### src/design/gpu_pkg.sv
// GPU core package with bus and pixel widths, register map, job action type and line job struct
package gpu_pkg;

  // Local bus and register widths
  localparam int P_32B_W  = 32;
  localparam int P_16B_W  = 16;
  localparam int P_ADDR_W = 8;

  // Screen coordinate widths
  localparam int P_X_W = 10;
  localparam int P_Y_W = 9;

  // Colour is luma plus two chroma fields
  localparam int P_LUM_W   = 8;
  localparam int P_CHRM_W  = 4;
  localparam int P_COLOR_W = P_LUM_W + P_CHRM_W + P_CHRM_W;

  // Register map
  // Enable in bit 0
  localparam logic [P_ADDR_W-1:0] GPU_CONTROL_REG_ADDR    = 8'h00;
  // Busy in bit 0, read only
  localparam logic [P_ADDR_W-1:0] GPU_STATUS_REG_ADDR     = 8'h01;
  // Writing here issues the job
  localparam logic [P_ADDR_W-1:0] GPU_JOB_ACTION_REG_ADDR = 8'h02;
  localparam logic [P_ADDR_W-1:0] GPU_JOB_X0_REG_ADDR     = 8'h03;
  localparam logic [P_ADDR_W-1:0] GPU_JOB_Y0_REG_ADDR     = 8'h04;
  localparam logic [P_ADDR_W-1:0] GPU_JOB_X1_REG_ADDR     = 8'h05;
  localparam logic [P_ADDR_W-1:0] GPU_JOB_Y1_REG_ADDR     = 8'h06;
  localparam logic [P_ADDR_W-1:0] GPU_JOB_COLOR_REG_ADDR  = 8'h07;

  // Read data for any address outside the map
  localparam logic [P_32B_W-1:0] GPU_UNMAPPED_RD_DATA = 32'hdeadbabe;

  // Job action codes
  // FILL is reserved, no engine behind it
  typedef enum logic [1:0]
  {
    DRAW = 2'd0,
    FILL = 2'd1,
    NOP  = 2'd2
  } action_t;

  // Line job, 54 bits
  typedef struct packed
  {
    logic [P_X_W-1:0]     x0;
    logic [P_Y_W-1:0]     y0;
    logic [P_X_W-1:0]     x1;
    logic [P_Y_W-1:0]     y1;
    logic [P_COLOR_W-1:0] color;
  } line_job_t;

endpackage

### src/design/gpu_job_intf.sv
// Job link carrying the start pulse, line job and busy level between register block and engine
`timescale 1ns/1ps

interface gpu_job_intf
  import gpu_pkg::*;
();

  // One cycle start pulse
  logic      job_start;
  // Job fields, already cut to coordinate widths
  line_job_t job;
  // High from job accept until last pixel taken
  logic      busy;

  // Register block side
  modport regs
  (
    output job_start,
    output job,
    input  busy
  );

  // Line engine side, start only taken while idle
  modport engine
  (
    input  job_start,
    input  job,
    output busy
  );

endinterface

### src/design/gpu_core_regs.sv
// Local bus register block holding control, status and line job registers and issuing job starts
`timescale 1ns/1ps

module gpu_core_regs
  import gpu_pkg::*;
(
  input  logic                cr_intf,
  input  logic                arst_n,
  input  logic                lb_wr_en,
  input  logic                lb_rd_en,
  input  logic [P_ADDR_W-1:0] lb_addr,
  input  logic [P_32B_W-1:0]  lb_wr_data,
  output logic                lb_wr_valid,
  output logic                lb_rd_valid,
  output logic [P_32B_W-1:0]  lb_rd_data,
  gpu_job_intf.regs           job_intf
);

  // Control and job registers
  logic               en_f;
  action_t            action_f;
  logic [P_16B_W-1:0] x0_f;
  logic [P_16B_W-1:0] y0_f;
  logic [P_16B_W-1:0] x1_f;
  logic [P_16B_W-1:0] y1_f;
  logic [P_16B_W-1:0] color_f;

  // Action write seen on previous edge
  logic               act_wr_f;
  logic               job_start_f;

  // Write decode
  always_ff @(posedge cr_intf or negedge arst_n)
  begin
    if (!arst_n)
    begin
      en_f        <= 1'b0;
      action_f    <= DRAW;
      x0_f        <= '0;
      y0_f        <= '0;
      x1_f        <= '0;
      y1_f        <= '0;
      color_f     <= '0;
      act_wr_f    <= 1'b0;
      job_start_f <= 1'b0;
      lb_wr_valid <= 1'b0;
    end
    else
    begin
      if (lb_wr_en)
      begin
        case (lb_addr)
          GPU_CONTROL_REG_ADDR    : en_f     <= lb_wr_data[0];
          GPU_JOB_ACTION_REG_ADDR : action_f <= action_t'(lb_wr_data[1:0]);
          GPU_JOB_X0_REG_ADDR     : x0_f     <= lb_wr_data[P_16B_W-1:0];
          GPU_JOB_Y0_REG_ADDR     : y0_f     <= lb_wr_data[P_16B_W-1:0];
          GPU_JOB_X1_REG_ADDR     : x1_f     <= lb_wr_data[P_16B_W-1:0];
          GPU_JOB_Y1_REG_ADDR     : y1_f     <= lb_wr_data[P_16B_W-1:0];
          GPU_JOB_COLOR_REG_ADDR  : color_f  <= lb_wr_data[P_16B_W-1:0];
          // Status and unmapped writes dropped
          default                 : ;
        endcase
      end

      lb_wr_valid <= lb_wr_en;

      // Stage 1, remember the action write
      act_wr_f    <= lb_wr_en && (lb_addr == GPU_JOB_ACTION_REG_ADDR);
      // Stage 2, qualify with the now stored action and enable
      job_start_f <= act_wr_f && (action_f == DRAW) && en_f;
    end
  end

  // Read path, data lands one cycle after the strobe
  always_ff @(posedge cr_intf or negedge arst_n)
  begin
    if (!arst_n)
    begin
      lb_rd_valid <= 1'b0;
      lb_rd_data  <= '0;
    end
    else
    begin
      lb_rd_valid <= lb_rd_en;
      if (lb_rd_en)
      begin
        case (lb_addr)
          GPU_CONTROL_REG_ADDR    : lb_rd_data <= {{(P_32B_W-1){1'b0}}, en_f};
          GPU_STATUS_REG_ADDR     : lb_rd_data <= {{(P_32B_W-1){1'b0}}, job_intf.busy};
          GPU_JOB_ACTION_REG_ADDR : lb_rd_data <= {{(P_32B_W-2){1'b0}}, action_f};
          GPU_JOB_X0_REG_ADDR     : lb_rd_data <= {{(P_32B_W-P_16B_W){1'b0}}, x0_f};
          GPU_JOB_Y0_REG_ADDR     : lb_rd_data <= {{(P_32B_W-P_16B_W){1'b0}}, y0_f};
          GPU_JOB_X1_REG_ADDR     : lb_rd_data <= {{(P_32B_W-P_16B_W){1'b0}}, x1_f};
          GPU_JOB_Y1_REG_ADDR     : lb_rd_data <= {{(P_32B_W-P_16B_W){1'b0}}, y1_f};
          GPU_JOB_COLOR_REG_ADDR  : lb_rd_data <= {{(P_32B_W-P_16B_W){1'b0}}, color_f};
          default                 : lb_rd_data <= GPU_UNMAPPED_RD_DATA;
        endcase
      end
    end
  end

  // Job fields cut to package widths
  assign job_intf.job = line_job_t'{
    x0    : x0_f[P_X_W-1:0],
    y0    : y0_f[P_Y_W-1:0],
    x1    : x1_f[P_X_W-1:0],
    y1    : y1_f[P_Y_W-1:0],
    color : color_f[P_COLOR_W-1:0]
  };

  assign job_intf.job_start = job_start_f;

endmodule

### src/design/gpu_line_engine.sv
// Bresenham line engine streaming one pixel per cycle under valid and ready back-pressure
`timescale 1ns/1ps

module gpu_line_engine
  import gpu_pkg::*;
(
  input  logic                 cr_intf,
  input  logic                 arst_n,
  gpu_job_intf.engine          job_intf,
  input  logic                 pxl_ready,
  output logic                 pxl_valid,
  output logic                 pxl_last,
  output logic [P_X_W-1:0]     pxl_posx,
  output logic [P_Y_W-1:0]     pxl_posy,
  output logic [P_COLOR_W-1:0] pxl_color
);

  // Job in flight, doubles as stream valid
  logic                    busy_f;

  // Current pixel and end point
  logic [P_X_W-1:0]        cur_x_f;
  logic [P_Y_W-1:0]        cur_y_f;
  logic [P_X_W-1:0]        end_x_f;
  logic [P_Y_W-1:0]        end_y_f;
  logic [P_COLOR_W-1:0]    color_f;

  // Bresenham state, two extra bits for sign and headroom
  logic signed [P_X_W+1:0] dx_f;
  logic signed [P_X_W+1:0] dy_f;
  logic signed [P_X_W+1:0] err_f;
  // Step direction, high means decrement
  logic                    sx_f;
  logic                    sy_f;

  // Setup terms from the incoming job
  logic [P_X_W-1:0]        abs_dx;
  logic [P_Y_W-1:0]        abs_dy;
  logic signed [P_X_W+1:0] dx_init;
  logic signed [P_X_W+1:0] dy_init;

  // Step decision
  logic signed [P_X_W+2:0] e2;
  logic signed [P_X_W+2:0] dx_ext;
  logic signed [P_X_W+2:0] dy_ext;
  logic signed [P_X_W+1:0] add_x;
  logic signed [P_X_W+1:0] add_y;
  logic                    step_x;
  logic                    step_y;

  logic                    start;
  logic                    accept;
  logic                    at_end;

  // Start only honoured while idle
  assign start  = job_intf.job_start && !busy_f;
  assign accept = busy_f && pxl_ready;
  assign at_end = (cur_x_f == end_x_f) && (cur_y_f == end_y_f);

  // Absolute deltas from the job
  always_comb
  begin
    if (job_intf.job.x1 >= job_intf.job.x0)
      abs_dx = job_intf.job.x1 - job_intf.job.x0;
    else
      abs_dx = job_intf.job.x0 - job_intf.job.x1;

    if (job_intf.job.y1 >= job_intf.job.y0)
      abs_dy = job_intf.job.y1 - job_intf.job.y0;
    else
      abs_dy = job_intf.job.y0 - job_intf.job.y1;
  end

  // dx positive, dy negated
  assign dx_init = $signed({2'b00, abs_dx});
  assign dy_init = -$signed({{(P_X_W+2-P_Y_W){1'b0}}, abs_dy});

  // e2 is twice the error, one bit wider
  assign e2     = $signed({err_f, 1'b0});
  assign dx_ext = $signed({dx_f[P_X_W+1], dx_f});
  assign dy_ext = $signed({dy_f[P_X_W+1], dy_f});
  assign step_x = (e2 >= dy_ext);
  assign step_y = (e2 <= dx_ext);
  assign add_x  = step_x ? dy_f : '0;
  assign add_y  = step_y ? dx_f : '0;

  // Job state
  always_ff @(posedge cr_intf or negedge arst_n)
  begin
    if (!arst_n)
      busy_f <= 1'b0;
    else if (start)
      busy_f <= 1'b1;
    // Drops on the edge after the last pixel is taken
    else if (accept && at_end)
      busy_f <= 1'b0;
  end

  // Pixel walk
  always_ff @(posedge cr_intf)
  begin
    if (start)
    begin
      // Latched copy, job regs free to change
      cur_x_f <= job_intf.job.x0;
      cur_y_f <= job_intf.job.y0;
      end_x_f <= job_intf.job.x1;
      end_y_f <= job_intf.job.y1;
      color_f <= job_intf.job.color;
      dx_f    <= dx_init;
      dy_f    <= dy_init;
      err_f   <= dx_init + dy_init;
      sx_f    <= (job_intf.job.x1 < job_intf.job.x0);
      sy_f    <= (job_intf.job.y1 < job_intf.job.y0);
    end
    else if (accept && !at_end)
    begin
      err_f <= err_f + add_x + add_y;
      if (step_x)
        cur_x_f <= sx_f ? cur_x_f - 1'b1 : cur_x_f + 1'b1;
      if (step_y)
        cur_y_f <= sy_f ? cur_y_f - 1'b1 : cur_y_f + 1'b1;
    end
  end

  // Outputs straight from state, so they hold while stalled
  assign pxl_valid     = busy_f;
  assign pxl_last      = busy_f && at_end;
  assign pxl_posx      = cur_x_f;
  assign pxl_posy      = cur_y_f;
  assign pxl_color     = color_f;
  assign job_intf.busy = busy_f;

endmodule

### src/design/gpu_core.sv
// GPU core top level joining the register block and the line engine over the job link
`timescale 1ns/1ps

module gpu_core
  import gpu_pkg::*;
(
  input  logic                 cr_intf,
  input  logic                 arst_n,

  // Local bus
  input  logic                 lb_wr_en,
  input  logic                 lb_rd_en,
  input  logic [P_ADDR_W-1:0]  lb_addr,
  input  logic [P_32B_W-1:0]   lb_wr_data,
  output logic                 lb_wr_valid,
  output logic                 lb_rd_valid,
  output logic [P_32B_W-1:0]   lb_rd_data,

  // Pixel stream
  input  logic                 pxl_ready,
  output logic                 pxl_valid,
  output logic                 pxl_last,
  output logic [P_X_W-1:0]     pxl_posx,
  output logic [P_Y_W-1:0]     pxl_posy,
  output logic [P_COLOR_W-1:0] pxl_color
);

  // Job link
  gpu_job_intf job_intf();

  // Registers and start pulse
  gpu_core_regs gpu_core_regs_inst
  (
    .cr_intf     (cr_intf),
    .arst_n      (arst_n),
    .lb_wr_en    (lb_wr_en),
    .lb_rd_en    (lb_rd_en),
    .lb_addr     (lb_addr),
    .lb_wr_data  (lb_wr_data),
    .lb_wr_valid (lb_wr_valid),
    .lb_rd_valid (lb_rd_valid),
    .lb_rd_data  (lb_rd_data),
    .job_intf    (job_intf.regs)
  );

  // Line rasterizer
  gpu_line_engine gpu_line_engine_inst
  (
    .cr_intf   (cr_intf),
    .arst_n    (arst_n),
    .job_intf  (job_intf.engine),
    .pxl_ready (pxl_ready),
    .pxl_valid (pxl_valid),
    .pxl_last  (pxl_last),
    .pxl_posx  (pxl_posx),
    .pxl_posy  (pxl_posy),
    .pxl_color (pxl_color)
  );

endmodule

### config.mk
export PLATFORM = sky130hd
export DESIGN_NAME = gpu_core
export DESIGN_NICKNAME = d
export VERILOG_FILES = /design/src/design/gpu_pkg.sv /design/src/design/gpu_job_intf.sv /design/src/design/gpu_core_regs.sv /design/src/design/gpu_line_engine.sv /design/src/design/gpu_core.sv
export SDC_FILE = /design/constraint.sdc
export NUM_CORES = 1
export LEC_CHECK = 0
export CELL_PAD_IN_SITES_DETAIL_PLACEMENT = 1
export CELL_PAD_IN_SITES_GLOBAL_PLACEMENT = 2
export CORE_MARGIN = 5
export CORE_UTILIZATION = 47
export DETAILED_ROUTE_END_ITERATION = 16
export DONT_BUFFER_PORTS = 1
export HOLD_SLACK_MARGIN = 0.02
export PLACE_DENSITY = 0.95
export SETUP_SLACK_MARGIN = 0.5
export SYNTH_ARGS = -nofsm -noshare
export SYNTH_HDL_FRONTEND = slang
export SYNTH_HIERARCHICAL = 1
export SYNTH_SLANG_ARGS = --single-unit
### constraint.sdc
create_clock -name cr_intf -period 7.5 [get_ports cr_intf]
set_input_delay 1.125 -clock cr_intf [delete_from_list [all_inputs] [get_ports cr_intf]]
set_output_delay 1.125 -clock cr_intf [all_outputs]
set_load 0.01 [all_outputs]
Word-level counts from Yosys, hierarchy flattened
Cells that the tools add are included.
{ "op_classes": {"n_addsub": 12, "order_cmp": 6, "eq_ne": 9, "muxes": 17, "n_reduce_logical": 26} }
{ "op_table": {"columns": ["operator", "count"], "rows": [
  ["case mux 32 bit (8 select lines)", 1],
  ["2-to-1 mux 10 bit", 6],
  ["2-to-1 mux 9 bit", 5],
  ["2-to-1 mux 12 bit", 3],
  ["equality test 8 x 3 -> 1 bit, second input constant", 4],
  ["adder 12 bit", 2],
  ["subtractor 10 bit", 2],
  ["AND reduction 2 bit", 9],
  ["subtractor 9 bit", 2],
  ["equality test 8 x 2 -> 1 bit, second input constant", 2],
  ["greater-or-equal comparator 13 x 12 -> 1 bit", 1],
  ["less-or-equal comparator 13 x 11 -> 1 bit", 1],
  ["adder 11 x 12 -> 12 bit", 1],
  ["negator 9 -> 12 bit", 1],
  ["adder 10 x 1 -> 10 bit, second input constant", 1],
  ["equality test 10 bit", 1],
  ["greater-or-equal comparator 10 bit", 1],
  ["less-than comparator 10 bit", 1],
  ["subtractor 10 x 1 -> 10 bit, second input constant", 1],
  ["adder 9 x 1 -> 9 bit, second input constant", 1],
  ["equality test 9 bit", 1],
  ["greater-or-equal comparator 9 bit", 1],
  ["logical AND 1 bit", 9],
  ["less-than comparator 9 bit", 1],
  ["7 further kinds", 12]
]} }
{ "totals": {"ff_bits": 210, "in_bits": 45, "output_inout_bits": 71, "wordCells": 93} }

Longest topological paths before layout
Gate-level depths: netlist of run 1.
{ "depth": {"depth_word": 6, "depth_mapped": 26, "depth_no_buf": 25} }

Modules after synthesis
The synthesis of run 1 kept the hierarchy.
{ "modules_own_cells": {"columns": ["mod", "n_inst", "cells_each", "area_each_um2", "seq_area_each_um2"], "rows": [
  ["gpu_line_engine", 1, 750, 7478.4, 2727.6],
  ["gpu_core_regs", 1, 387, 5202.5, 2602.5]
]} }

Worst setup path before layout of run 1
No wires, ideal clock.
{ "synth_path": {"path_type": "reg-to-reg", "from": "register gpu_core_regs_inst.x1_f[0]", "to": "register gpu_line_engine_inst.err_f[11], data pin", "setup_time_ns": 0.261, "arrival_ns": 4.505, "required_ns": 7.239, "path_slack_ns": 2.735, "stages_incl_launch_ff": 21, "path_buffers": 2, "synth_period_minus_slack_ns": 4.765, "cell_sequence": "dfrtp_1 buf_4 inv_1 ha_1 inv_1 fa_1 a21o_1 nand4_1 a31oi_1 o21ai_1 clkbuf_1 mux2_2 ha_1 a21o_1 a21oi_1 o21ai_0 o211a_1 o21a_1 o21a_1 o2111a_1 o32a_1"} }
{ "synth_via": {"elab_chain_len": 4, "word_cells_on_any_way": 6, "cone_classes": "add/sub (3); order compare (1); mux (2)"} }
{ "synth_lines": {"columns": ["item", "line_no", "text"], "rows": [
  ["start: declaration", "gpu_core_regs.sv:24", "logic [P_16B_W-1:0] x1_f;"],
  ["start signal: assignment", "gpu_core_regs.sv:57", "GPU_JOB_X1_REG_ADDR : x1_f <= lb_wr_data[P_16B_W-1:0];"],
  ["subtractor 10 bit (tied with other cells)", "gpu_line_engine.sv:66", "abs_dx = job_intf.job.x0 - job_intf.job.x1;"],
  ["2-to-1 mux 10 bit (*)", "gpu_line_engine.sv:63", "if (job_intf.job.x1 >= job_intf.job.x0)"],
  ["net gpu_line_engine_inst.abs_dx[1]", "gpu_line_engine.sv:37", "logic [P_X_W-1:0] abs_dx;"],
  ["adder 11 x 12 -> 12 bit (*)", "gpu_line_engine.sv:112", "err_f <= dx_init + dy_init;"],
  ["2-to-1 mux 12 bit (*)", "gpu_line_engine.sv:102", "if (start)"],
  ["end signal: assignment", "gpu_line_engine.sv:112", null],
  ["end signal: assignment", "gpu_line_engine.sv:118", "err_f <= err_f + add_x + add_y;"],
  ["end: declaration", "gpu_line_engine.sv:31", "logic signed [P_X_W+1:0] err_f;"]
]} }
The timed path passes the listed nets; every way through them passes the cells marked *.
A chain may end at the register's enable or synchronous reset.

Final worst setup path of run 1
{ "layout_path": {"from": "register gpu_core_regs_inst.y1_f[6]", "to": "register gpu_line_engine_inst.err_f[11], data pin"} }
{ "layout_via": {"elab_chain_len": 5, "word_cells_on_any_way": 7, "cone_classes": "add/sub (4); order compare (1); mux (2)"} }
{ "layout_lines": {"columns": ["item", "line_no", "text"], "rows": [
  ["start: declaration", "gpu_core_regs.sv:25", "logic [P_16B_W-1:0] y1_f;"],
  ["start signal: assignment", "gpu_core_regs.sv:58", "GPU_JOB_Y1_REG_ADDR : y1_f <= lb_wr_data[P_16B_W-1:0];"],
  ["greater-or-equal comparator 9 bit", "gpu_line_engine.sv:68", "if (job_intf.job.y1 >= job_intf.job.y0)"],
  ["2-to-1 mux 9 bit", "gpu_line_engine.sv:68", null],
  ["negator 9 -> 12 bit", "gpu_line_engine.sv:76", "assign dy_init = -$signed({{(P_X_W+2-P_Y_W){1'b0}}, abs_dy});"],
  ["net gpu_line_engine_inst.dy_init[5]", "gpu_line_engine.sv:40", "logic signed [P_X_W+1:0] dy_init;"],
  ["adder 11 x 12 -> 12 bit", "gpu_line_engine.sv:112", null],
  ["2-to-1 mux 12 bit", "gpu_line_engine.sv:102", null]
]} }
The timed path passes the listed nets, and every way through them passes these cells.

==> run metrics, run 1 <==
status=finished clean; initial antenna violation count=0; Yosys cell types=79; worst min-delay path category=primary input to asynchronous set/reset pin; Initial Utilization=a little under half; FILL cells=2,860; Final Critical Period=about 5.6 ns; sequential cell area=0.00533 mm²; Leakage=5.79 nW; slew of the pin with the lowest slew margin=about 1.1 ns; CTS tree=built; Final setup viols=0; most common cell after layout, fill and taps aside=dfrtp_1; prevailing post-synth register cell=dfrtp_1; slew margin rel.=a little under a quarter; clk buf depth=2; WL/cell=about 24 µm; ANT cells=0; final hold viol count=0; Port Buf Inserts=0; Post-DRT Antenna Nets=0; Final Core Density=49.2%; dpl cells=approximately 1,400; critical path launch point type=flop; flops & latches, synth=195; Die Span Y=~170 µm; synthesis-to-finish area growth=3.61%; syn avg cell area=about 11 µm²; Cell Area, Synth=about 0.013 mm²; register area share after synthesis=between 40 and 50%; pwr dens=roughly 330 mW/mm²; I/O Pins=approximately 120; R2R setup slack=between 1.5 and 2 ns; vias in the first global route=about 9,200; initial DRC count=between 500 and 600; CTS buffer count=17; cts repair resizes=0; hold_buf cts=0; std cell rows=60; Final Cycle Share=between 70% and 80%; routability-driven placement congestion ratio=between 0.8 and 0.9; Max VDD drop=between 0.15 and 0.2 mV; core box area=roughly 0.027 mm²; Die Area=~0.030 mm²; Clock transition at path regs=approximately 0.1 ns; CP required=~7.7 ns; max-slew violation count=0; Clock Sinks=195; Worst Setup End Kind=flop; DRC=0; Layout Skew=between 0.015 and 0.02 ns; slowest stage delay, CP=~0.48 ns; Final Non-Filler Cells=1,424; Pre-antenna DRT Iters=5; vias=between 8,000 and 9,000; Worst EP arrival=5.78 ns; fraction of layout cells with a size suffix above 1=between 10 and 15%; total routed wirelength=~34 mm; synthesized instance count=1,137; Clock Latency Late Sink=around 0.45 ns; Total GRT Usage=22.2%; CP max FO=11; first-pass GRT wire length=roughly 53 mm; postcts setup bufs=0; Synth async-reset ratio=53.8%; DPL Wire Length=roughly 24 mm; Yosys warnings=6; Power, Total=~4.3 mW; final setup TNS=0 ns; die extent in x=~170 µm; H-tree levels=4; largest net degree at the start of global routing=about 110; Most common cell on crit path=and3_1; multi-input logic area=around 0.0063 mm²; commonest cells after routing, fill and taps aside=dfrtp_1, inv_1, ha_1, edfxtp_1, nor2_1; EDFF count, synth=90; NumNets Final=approximately 1,200; RSZ-0062 raised after global routing=false; Max-Cap Viols=0; CTS Root Cell=clkbuf_16; fmax=0.179 GHz; CP max stage cell=dfrtp_1; CP Class=flop to flop; Vias/cell=approximately 5.9; GR Overflow Total=0; CP Cell Sequence=inv_1 -> ha_1 -> and3_1 -> a221o_1 -> nor3_4 -> o31ai_2 -> a311oi_4 -> and3_1 -> and3_1 -> xor2_1 -> ha_1 -> or3_1 -> o211a_1 -> o21a_1 -> o21a_1 -> o2111a_1 -> o32a_1
layout make-up:
| class | instances | share of cell area [%] |
|---|---|---|
| Inverter | 99 | 2.84 |
| Clock inverter | 15 | 1.81 |
| Timing Repair Buffer | 6 | 0.343 |
| Tap cell | 341 | 3.25 |
| Multi-Input combinational cell | 751 | 48.0 |
| Sequential cell | 195 | 40.6 |
| Clock buffer | 17 | 3.24 |
layer usage:
metal	vias up	GRT usage, %	share of wire, %
li1	3829	-	-
met2	218	38.4	50
met5	-	0	0
met4	0	7.89	3.0
met3	59	4.39	4.8
met1	4366	27.7	42
registers in the layout, indices dropped and copies added (netlist names), 2 cells and up:
name                            flops
gpu_core_regs_inst/lb_rd_data      17
gpu_core_regs_inst/color_f         16
gpu_core_regs_inst/x0_f            16
gpu_core_regs_inst/x1_f            16
gpu_core_regs_inst/y0_f            16
gpu_core_regs_inst/y1_f            16
gpu_line_engine_inst/pxl_color     16
gpu_line_engine_inst/dy_f          12
gpu_line_engine_inst/err_f         12
gpu_line_engine_inst/dx_f          10
gpu_line_engine_inst/end_x_f       10
gpu_line_engine_inst/pxl_posx      10
gpu_line_engine_inst/end_y_f        9
gpu_line_engine_inst/pxl_posy       9
gpu_core_regs_inst/action_f         2
power breakdown:
part,internal [mW],switching [mW]
registers,1.29,0.113
logic,0.817,1.06
clock network,0.484,0.532
total,2.59,1.70
worst paths after layout:
path	from	to	cells past startpoint
min reg2reg	gpu_core_regs_inst/color_f[3]	gpu_line_engine_inst/pxl_color[3]	0
max reg2reg	gpu_core_regs_inst/y1_f[6]	gpu_line_engine_inst/err_f[11]	17
max in group asynchronous	arst_n	gpu_core_regs_inst/act_wr_f	0
min	arst_n	gpu_core_regs_inst/color_f[8]	0
min in group cr_intf	gpu_core_regs_inst/color_f[3]	gpu_line_engine_inst/pxl_color[3]	0
max	gpu_core_regs_inst/y1_f[6]	gpu_line_engine_inst/err_f[11]	17
stage by stage:
stage / worst slack (ns) / cell area (µm²) / hold slack, ns
floorplan: 2.73 / 12700 / 0.426
finish: 1.90 / 13100 / 0.352
CTS: 1.94 / 13100 / 0.341
detailed placement: 2.03 / 12500 / 0.462
global placement: 2.17 / 12500 / 0.450
global route: 1.61 / 13100 / 0.331
cells by family after synthesis:
family	synth area share (%)
mux	12.0
other cells	0.0296
compound gates	11.9
xor+xnor	4.56
flops	42.0
simple gates	8.93
fa+ha+maj	12.1
buf+inv	8.40
cell usage after synthesis, types with 6 or more instances:
library cell | count | area, µm²
edfxtp_1 | 90 | 2700
o31ai_1 | 6 | 45.0
nor2_1 | 78 | 293
buf_2 | 11 | 55.1
nor3_1 | 15 | 75.1
nand2b_1 | 13 | 81.3
xnor2_1 | 30 | 263
mux2_4 | 40 | 601
a21oi_1 | 64 | 320
fa_1 | 18 | 360
xor2_1 | 36 | 315
a22o_1 | 10 | 87.6
nand3_1 | 10 | 50.1
dfrtp_1 | 105 | 2630
a31oi_1 | 9 | 56.3
o21bai_1 | 6 | 45.0
o21a_1 | 10 | 75.1
buf_4 | 56 | 420
mux2i_1 | 18 | 180
a21o_1 | 27 | 203
nand2_1 | 51 | 191
buf_6 | 8 | 90.1
nor2b_1 | 13 | 81.3
inv_1 | 97 | 364
and3_1 | 10 | 62.6
o21ai_0 | 32 | 160
nand4_1 | 7 | 43.8
mux2_2 | 54 | 608
clkbuf_1 | 17 | 63.8
a21boi_0 | 6 | 45.0
ha_1 | 94 | 1180
or3_1 | 7 | 43.8
critical path: cells and delay by family, from the launching register on:
family,cells,cell delay [ns]
AO/OA/AOI/OAI,8,2.23
AND/OR/NAND/NOR,5,1.68
adder cells (fa/ha/maj),2,0.70
flip-flops,1,0.48
XOR/XNOR,1,0.16
buffers and inverters,1,0.09
Power figures use the tool's default switching activity.
==> inputs of run 2 (changes only) <==
Settings changed: ABC_AREA set to 1, CORE_UTILIZATION 47 to 39, PLACE_DENSITY 0.95 to 0.9.
Clock period 7.5 ns to 5.5 ns, I/O delays scaled along.
==> run 2 against run 1 <==
Global-route usage decreased by 2.4 points. Register-to-register slack worse by 1.1 ns. Critical endpoint is now gpu_line_engine_inst/err_f[9]. Highest routed layer unchanged. Synthesized cell count up 39%.
==> run metrics, run 2 <==
status=finished clean; Max-Cap Viols=0; syn avg cell area=8.32 µm²; initial antenna violation count=0; CP required=approximately 5.7 ns; NumNets Final=around 1,700; vias=roughly 10,000; Max VDD drop=roughly 0.28 mV; synth top area cells=edfxtp_1, dfrtp_1, nand2_1, ha_1, inv_1; CP max FO=7; I/O Pins=116; DRC=0; hold_buf cts=0; final setup TNS=0 ns; pwr dens=between 400 and 500 mW/mm²; Final Cycle Share=84.7%; CTS tree=built; number of flip-flops in the largest register=17; DPL Wire Length=roughly 29 mm; RSZ-0062 raised after global routing=false; FILL cells=4,014; Layout Skew=roughly 0.013 ns; routability-driven placement congestion ratio=just under 0.9; Pre-antenna DRT Iters=5; total routed wirelength=between 30 and 40 mm; Clock Sinks=slightly below 200; first-pass GRT wire length=between 50 and 60 mm; final hold viol count=0; CP Class=flop to flop; dpl cells=between 1,500 and 2,000; worst min-delay path category=primary input to asynchronous set/reset pin; std cell rows=67; Initial Utilization=39.4%; Total GRT Usage=just under 20%; Yosys top cell by area=edfxtp_1; Die Span Y=slightly below 200 µm; Clock Latency Late Sink=between 0.4 and 0.5 ns; register area share after synthesis=about two fifths; Final Non-Filler Cells=between 1,500 and 2,000; Power, Total=6.53 mW; flops & latches, synth=195; count leader, synth=nand2_1; Port Buf Inserts=0; slew margin rel.=between 30 and 40%; Worst Setup End Kind=flop; GR Overflow Total=0; largest reg by FF count=gpu_core_regs_inst/lb_rd_data; Post-DRT Antenna Nets=0; WL/cell=roughly 19 µm; Worst EP arrival=just under 5 ns; prevailing post-synth register cell=dfrtp_1; fmax=between 0.2 and 0.25 GHz; Synth async-reset ratio=between 50% and 60%; slew of the pin with the lowest slew margin=1.04 ns; most common cell after layout, fill and taps aside=nand2_1; initial DRC count=between 400 and 500; EDFF count, synth=90; Leakage=around 6.6 nW; Yosys cell types=between 50 and 60; Die Area=about 0.038 mm²; Clock transition at path regs=around 0.090 ns; top post-synthesis cells by count=nand2_1, inv_1, nand3_1; clk buf depth=2; Cell Area, Synth=approximately 0.013 mm²; CTS buffer count=17; Final setup viols=0; top cell type's share of synthesized area=about a fifth; R2R setup slack=around 0.84 ns; worst reg-to-reg path cell count=21; Final Critical Period=around 4.7 ns; fraction of layout cells with a size suffix above 1=~7.7%; core box area=0.0334 mm²; commonest cells after routing, fill and taps aside=nand2_1, inv_1, nand3_1, dfrtp_1, ha_1; CTS Root Cell=clkbuf_16; synthesis-to-finish area growth=5.08%; Yosys warnings=6; vias in the first global route=10,900; die extent in x=roughly 190 µm; ANT cells=0; synthesized instance count=1,583; Vias/cell=5.17; H-tree levels=4; critical path launch point type=flop; FF-to-FF End=gpu_line_engine_inst/err_f[9]; max-slew violation count=0; largest net degree at the start of global routing=roughly 110; worst reg2reg startpoint=gpu_line_engine_inst/err_f[11]
[run 2: cell type report]
cell class | instances | area (µm²) | area share (%)
well taps | 448 | 561 | 4.05
clock inverters | 15 | 200 | 1.45
flip-flops and latches | 195 | 5330 | 38.5
inverters | 215 | 811 | 5.86
repair buffers | 13 | 97.6 | 0.705
clock buffers | 17 | 425 | 3.07
multi-input cells | 1082 | 6420 | 46.4
[run 2: cell families (layout without fill, tap and decap cells)]
family          Yosys count  after routing  share of synthesized area (%)
fa+ha+maj               112            112                           11.7
simple gates            667            667                           23.2
buf+inv                 310            260                           11.0
other cells               1              5                         0.0285
compound gates          241            241                           9.89
flops                   195            195                           40.5
xor+xnor                 57             57                           3.79
[run 2: critical path, stage by stage (launching register included)]
cell	delay [ns]
edfxtp_1	0.48
ha_1	0.38
nand2_1	0.09
inv_1	0.06
nand3_1	0.10
a31o_2	0.25
o211a_1	0.12
nand3b_1	0.09
nand2_1	0.21
clkinvlp_4	0.21
buf_4	0.13
buf_4	0.11
nor2_1	0.05
fa_1	0.51
ha_1	0.19
inv_1	0.08
fa_1	0.39
inv_1	0.15
a21oi_1	0.11
o21ai_0	0.26
xor2_1	0.26
o22ai_1	0.10
[run 2: timing repair]
action,4_1_cts,5_1_grt
setup endpoints to repair,0,3
setup buffers,0,4
gates resized for setup,0,5
[run 2: worst max-delay path by stage]
| stage | from | to |
|---|---|---|
| 3_3_place_gp | gpu_line_engine_inst/err_f[11] | gpu_line_engine_inst/err_f[10] |
| 6_report | gpu_line_engine_inst/err_f[11] | gpu_line_engine_inst/err_f[9] |
| 5_1_grt | gpu_line_engine_inst/err_f[11] | gpu_line_engine_inst/err_f[10] |
| 4_1_cts | gpu_line_engine_inst/err_f[11] | gpu_line_engine_inst/err_f[10] |
| 2_1_floorplan | gpu_line_engine_inst/err_f[11] | gpu_line_engine_inst/err_f[10] |
| 3_5_place_dp | gpu_line_engine_inst/err_f[11] | gpu_line_engine_inst/err_f[10] |
[run 2: per-stage QoR]
step	instance area, µm²	util, %	hold WS (ns)	setup slack [ns]
after global placement	13200	39.4	0.462	0.832
final	13800	41.4	0.0656	0.843
after global routing	13800	41.4	0.0340	0.506
after floorplan	13200	-	0.427	1.66
after CTS	13800	41.3	0.0440	0.627
after detailed placement	13200	39.4	0.465	0.642
[run 2: metal layers]
layer	share of wire, %	wire length (µm)	track usage, %
met1	43	16100	24.0
met2	53	19700	36.8
met3	3.0	1110	3.13
met4	1.6	588	4.54
met5	0	0	0
[run 2: report_power, final]
part           leakage [nW]  switching [mW]  total (mW)  internal, mW
Sequential             2.21           0.226        2.04          1.82
Combinational          4.07            1.98        3.16          1.18
Clock                 0.305           0.687        1.32         0.635
Total                  6.59            2.89        6.53          3.63
==> inputs of run 3 (changes only) <==
Clock period 5.5 ns to 4.5 ns, I/O delays scaled along.
==> run 3 against run 2 <==
Largest power group unchanged. Largest cell class unchanged. Highest routed layer unchanged. Clock power rose by 18%. Via count rose by 4.0%. Register-to-register slack got worse by 0.32 ns. Design area rose by 9.1%.
==> run metrics, run 3 (synthesized netlist as in run 2, its figures left out) <==
Final setup viols=0; Port Buf Inserts=0; R2R setup slack=between 0.5 and 0.6 ns; std cell rows=67; CP delay by family, top=compound AO/OA/AOI/OAI gates; Post-DRT Antenna Nets=0; slew margin rel.=16.0%; Pre-antenna DRT Iters=6; worst min-delay path category=primary input to asynchronous set/reset pin; Most common cell on crit path=nand2_1; Max-Cap Viols=0; Clock Sinks=195; FF-to-FF End=gpu_line_engine_inst/err_f[10]; critical path launch point type=flop; placed inst area=about 0.013 mm²; fmax=about 0.25 GHz; number of flip-flops in the largest register=17; DRC=0; slowest stage delay, CP=between 0.3 and 0.4 ns; initial antenna violation count=0; Power, Total=~9.5 mW; FILL cells=3,951; clk buf depth=2; ANT cells=0; vias=10,700; CP max stage cell=dfrtp_1; status=finished clean; Initial Utilization=39.4%; core box area=approximately 0.033 mm²; Final Critical Period=3.97 ns; total routed wirelength=around 40 mm; Worst EP arrival=roughly 4.2 ns; Clock Latency Late Sink=about 0.47 ns; first-pass GRT wire length=62.1 mm; initial DRC count=537; CP required=roughly 4.7 ns; Max VDD drop=about 0.48 mV; Clock transition at path regs=0.08 ns; routability-driven placement congestion ratio=slightly below 0.9; WP buf/inv=5; vias in the first global route=11,200; Hold Worst Slack=around 0.16 ns; largest reg by FF count=gpu_core_regs_inst/lb_rd_data; H-tree levels=4; NumNets Final=1,759; CP max FO=8; largest net degree at the start of global routing=roughly 110; CTS Root Cell=clkbuf_16; Leakage=about 7 nW; most common cell after layout, fill and taps aside=nand2_1; fraction of layout cells with a size suffix above 1=about a fifth; final setup TNS=0 ns; Die Span Y=between 150 and 200 µm; Die Area=roughly 0.038 mm²; CP Class=flop to flop; CTS buffer count=17; Vias/cell=approximately 5.2; worst reg-to-reg path cell count=26; DPL Wire Length=between 20 and 30 mm; I/O Pins=between 100 and 150; fin area=0.0151 mm²; die extent in x=between 150 and 200 µm; Layout Skew=about 0.024 ns; max-slew violation count=0; Total GRT Usage=between 20% and 30%; Worst Setup End Kind=flop; commonest cells after routing, fill and taps aside=nand2_1, inv_1, nand3_1, dfrtp_1, edfxtp_1; WL/cell=around 19 µm; GR Overflow Total=0; slew of the pin with the lowest slew margin=approximately 1.3 ns; Final Cycle Share=88.3%; RSZ-0062 raised after global routing=true; dpl ws=approximately 0.18 ns; pwr dens=630 mW/mm²; synthesis-to-finish area growth=14.6%; Worst Setup Slack, final=0.526 ns; final hold viol count=0; CTS tree=built; worst reg2reg startpoint=gpu_core_regs_inst/x1_f[0]
## run 3: changes by cell type in the layout (fill, tap and decap cells not counted), sizes merged
cell	before	now
clkbuf	17	18
inv	222	220
buf	13	91
clkinv	7	8
## run 3: metal layers
metal,routed length (µm),up-vias,track usage (%)
li1,-,5120,-
met1,16500,5297,25.0
met2,20900,178,37.0
met3,1210,80,3.28
met4,1510,0,8.34
met5,0,-,0
## run 3: worst max-delay path by stage
stage | startpoint | end | depth (start not counted) | slack [ns]
after global placement | gpu_core_regs_inst/x1_f[0] | gpu_line_engine_inst/err_f[10] | 25 | 0.27
final | gpu_core_regs_inst/x1_f[0] | gpu_line_engine_inst/err_f[10] | 26 | 0.53
after CTS | gpu_core_regs_inst/y0_f[2] | gpu_line_engine_inst/err_f[11] | 31 | 0.51
after floorplan | gpu_line_engine_inst/err_f[11] | gpu_line_engine_inst/err_f[10] | 22 | 0.66
after detailed placement | gpu_core_regs_inst/x1_f[0] | gpu_line_engine_inst/err_f[10] | 25 | 0.18
after global routing | gpu_core_regs_inst/x1_f[0] | gpu_line_engine_inst/err_f[10] | 26 | 0.23
## run 3: repair_timing
item / CTS / global route
buffers inserted: 16 / 27
gates resized for setup: 68 / 97
endpoints found under the hold margin: 105 / 0
endpoints found under the setup margin: 6 / 8
pin swaps: 16 / 55
hold buffers: 1 / 0
## run 3: power by group
part / leakage, nW / internal (mW) / switching, mW
combinational: 4.53 / 2.36 / 3.13
clock: 0.285 / 0.753 / 0.808
sequential: 2.19 / 2.22 / 0.247
## run 3: area by class of cell
cell class	count	area, µm²	area share (%)
inverters	215	815	5.39
clock inverters	14	161	1.07
well taps	448	561	3.71
clock buffers	18	429	2.84
repair buffers	91	726	4.80
flip-flops and latches	195	5340	35.4
multi-input cells	1082	7070	46.8
## run 3: through the flow
| step | cells | util (%) |
|---|---|---|
| 3_5_place_dp | 1987 | 40.3 |
| 4_1_cts | 2036 | 43.4 |
| 3_3_place_gp | 1987 | 40.3 |
| 2_1_floorplan | 1587 | - |
| 5_1_grt | 2063 | 45.2 |
| 6_report | 2063 | 45.2 |
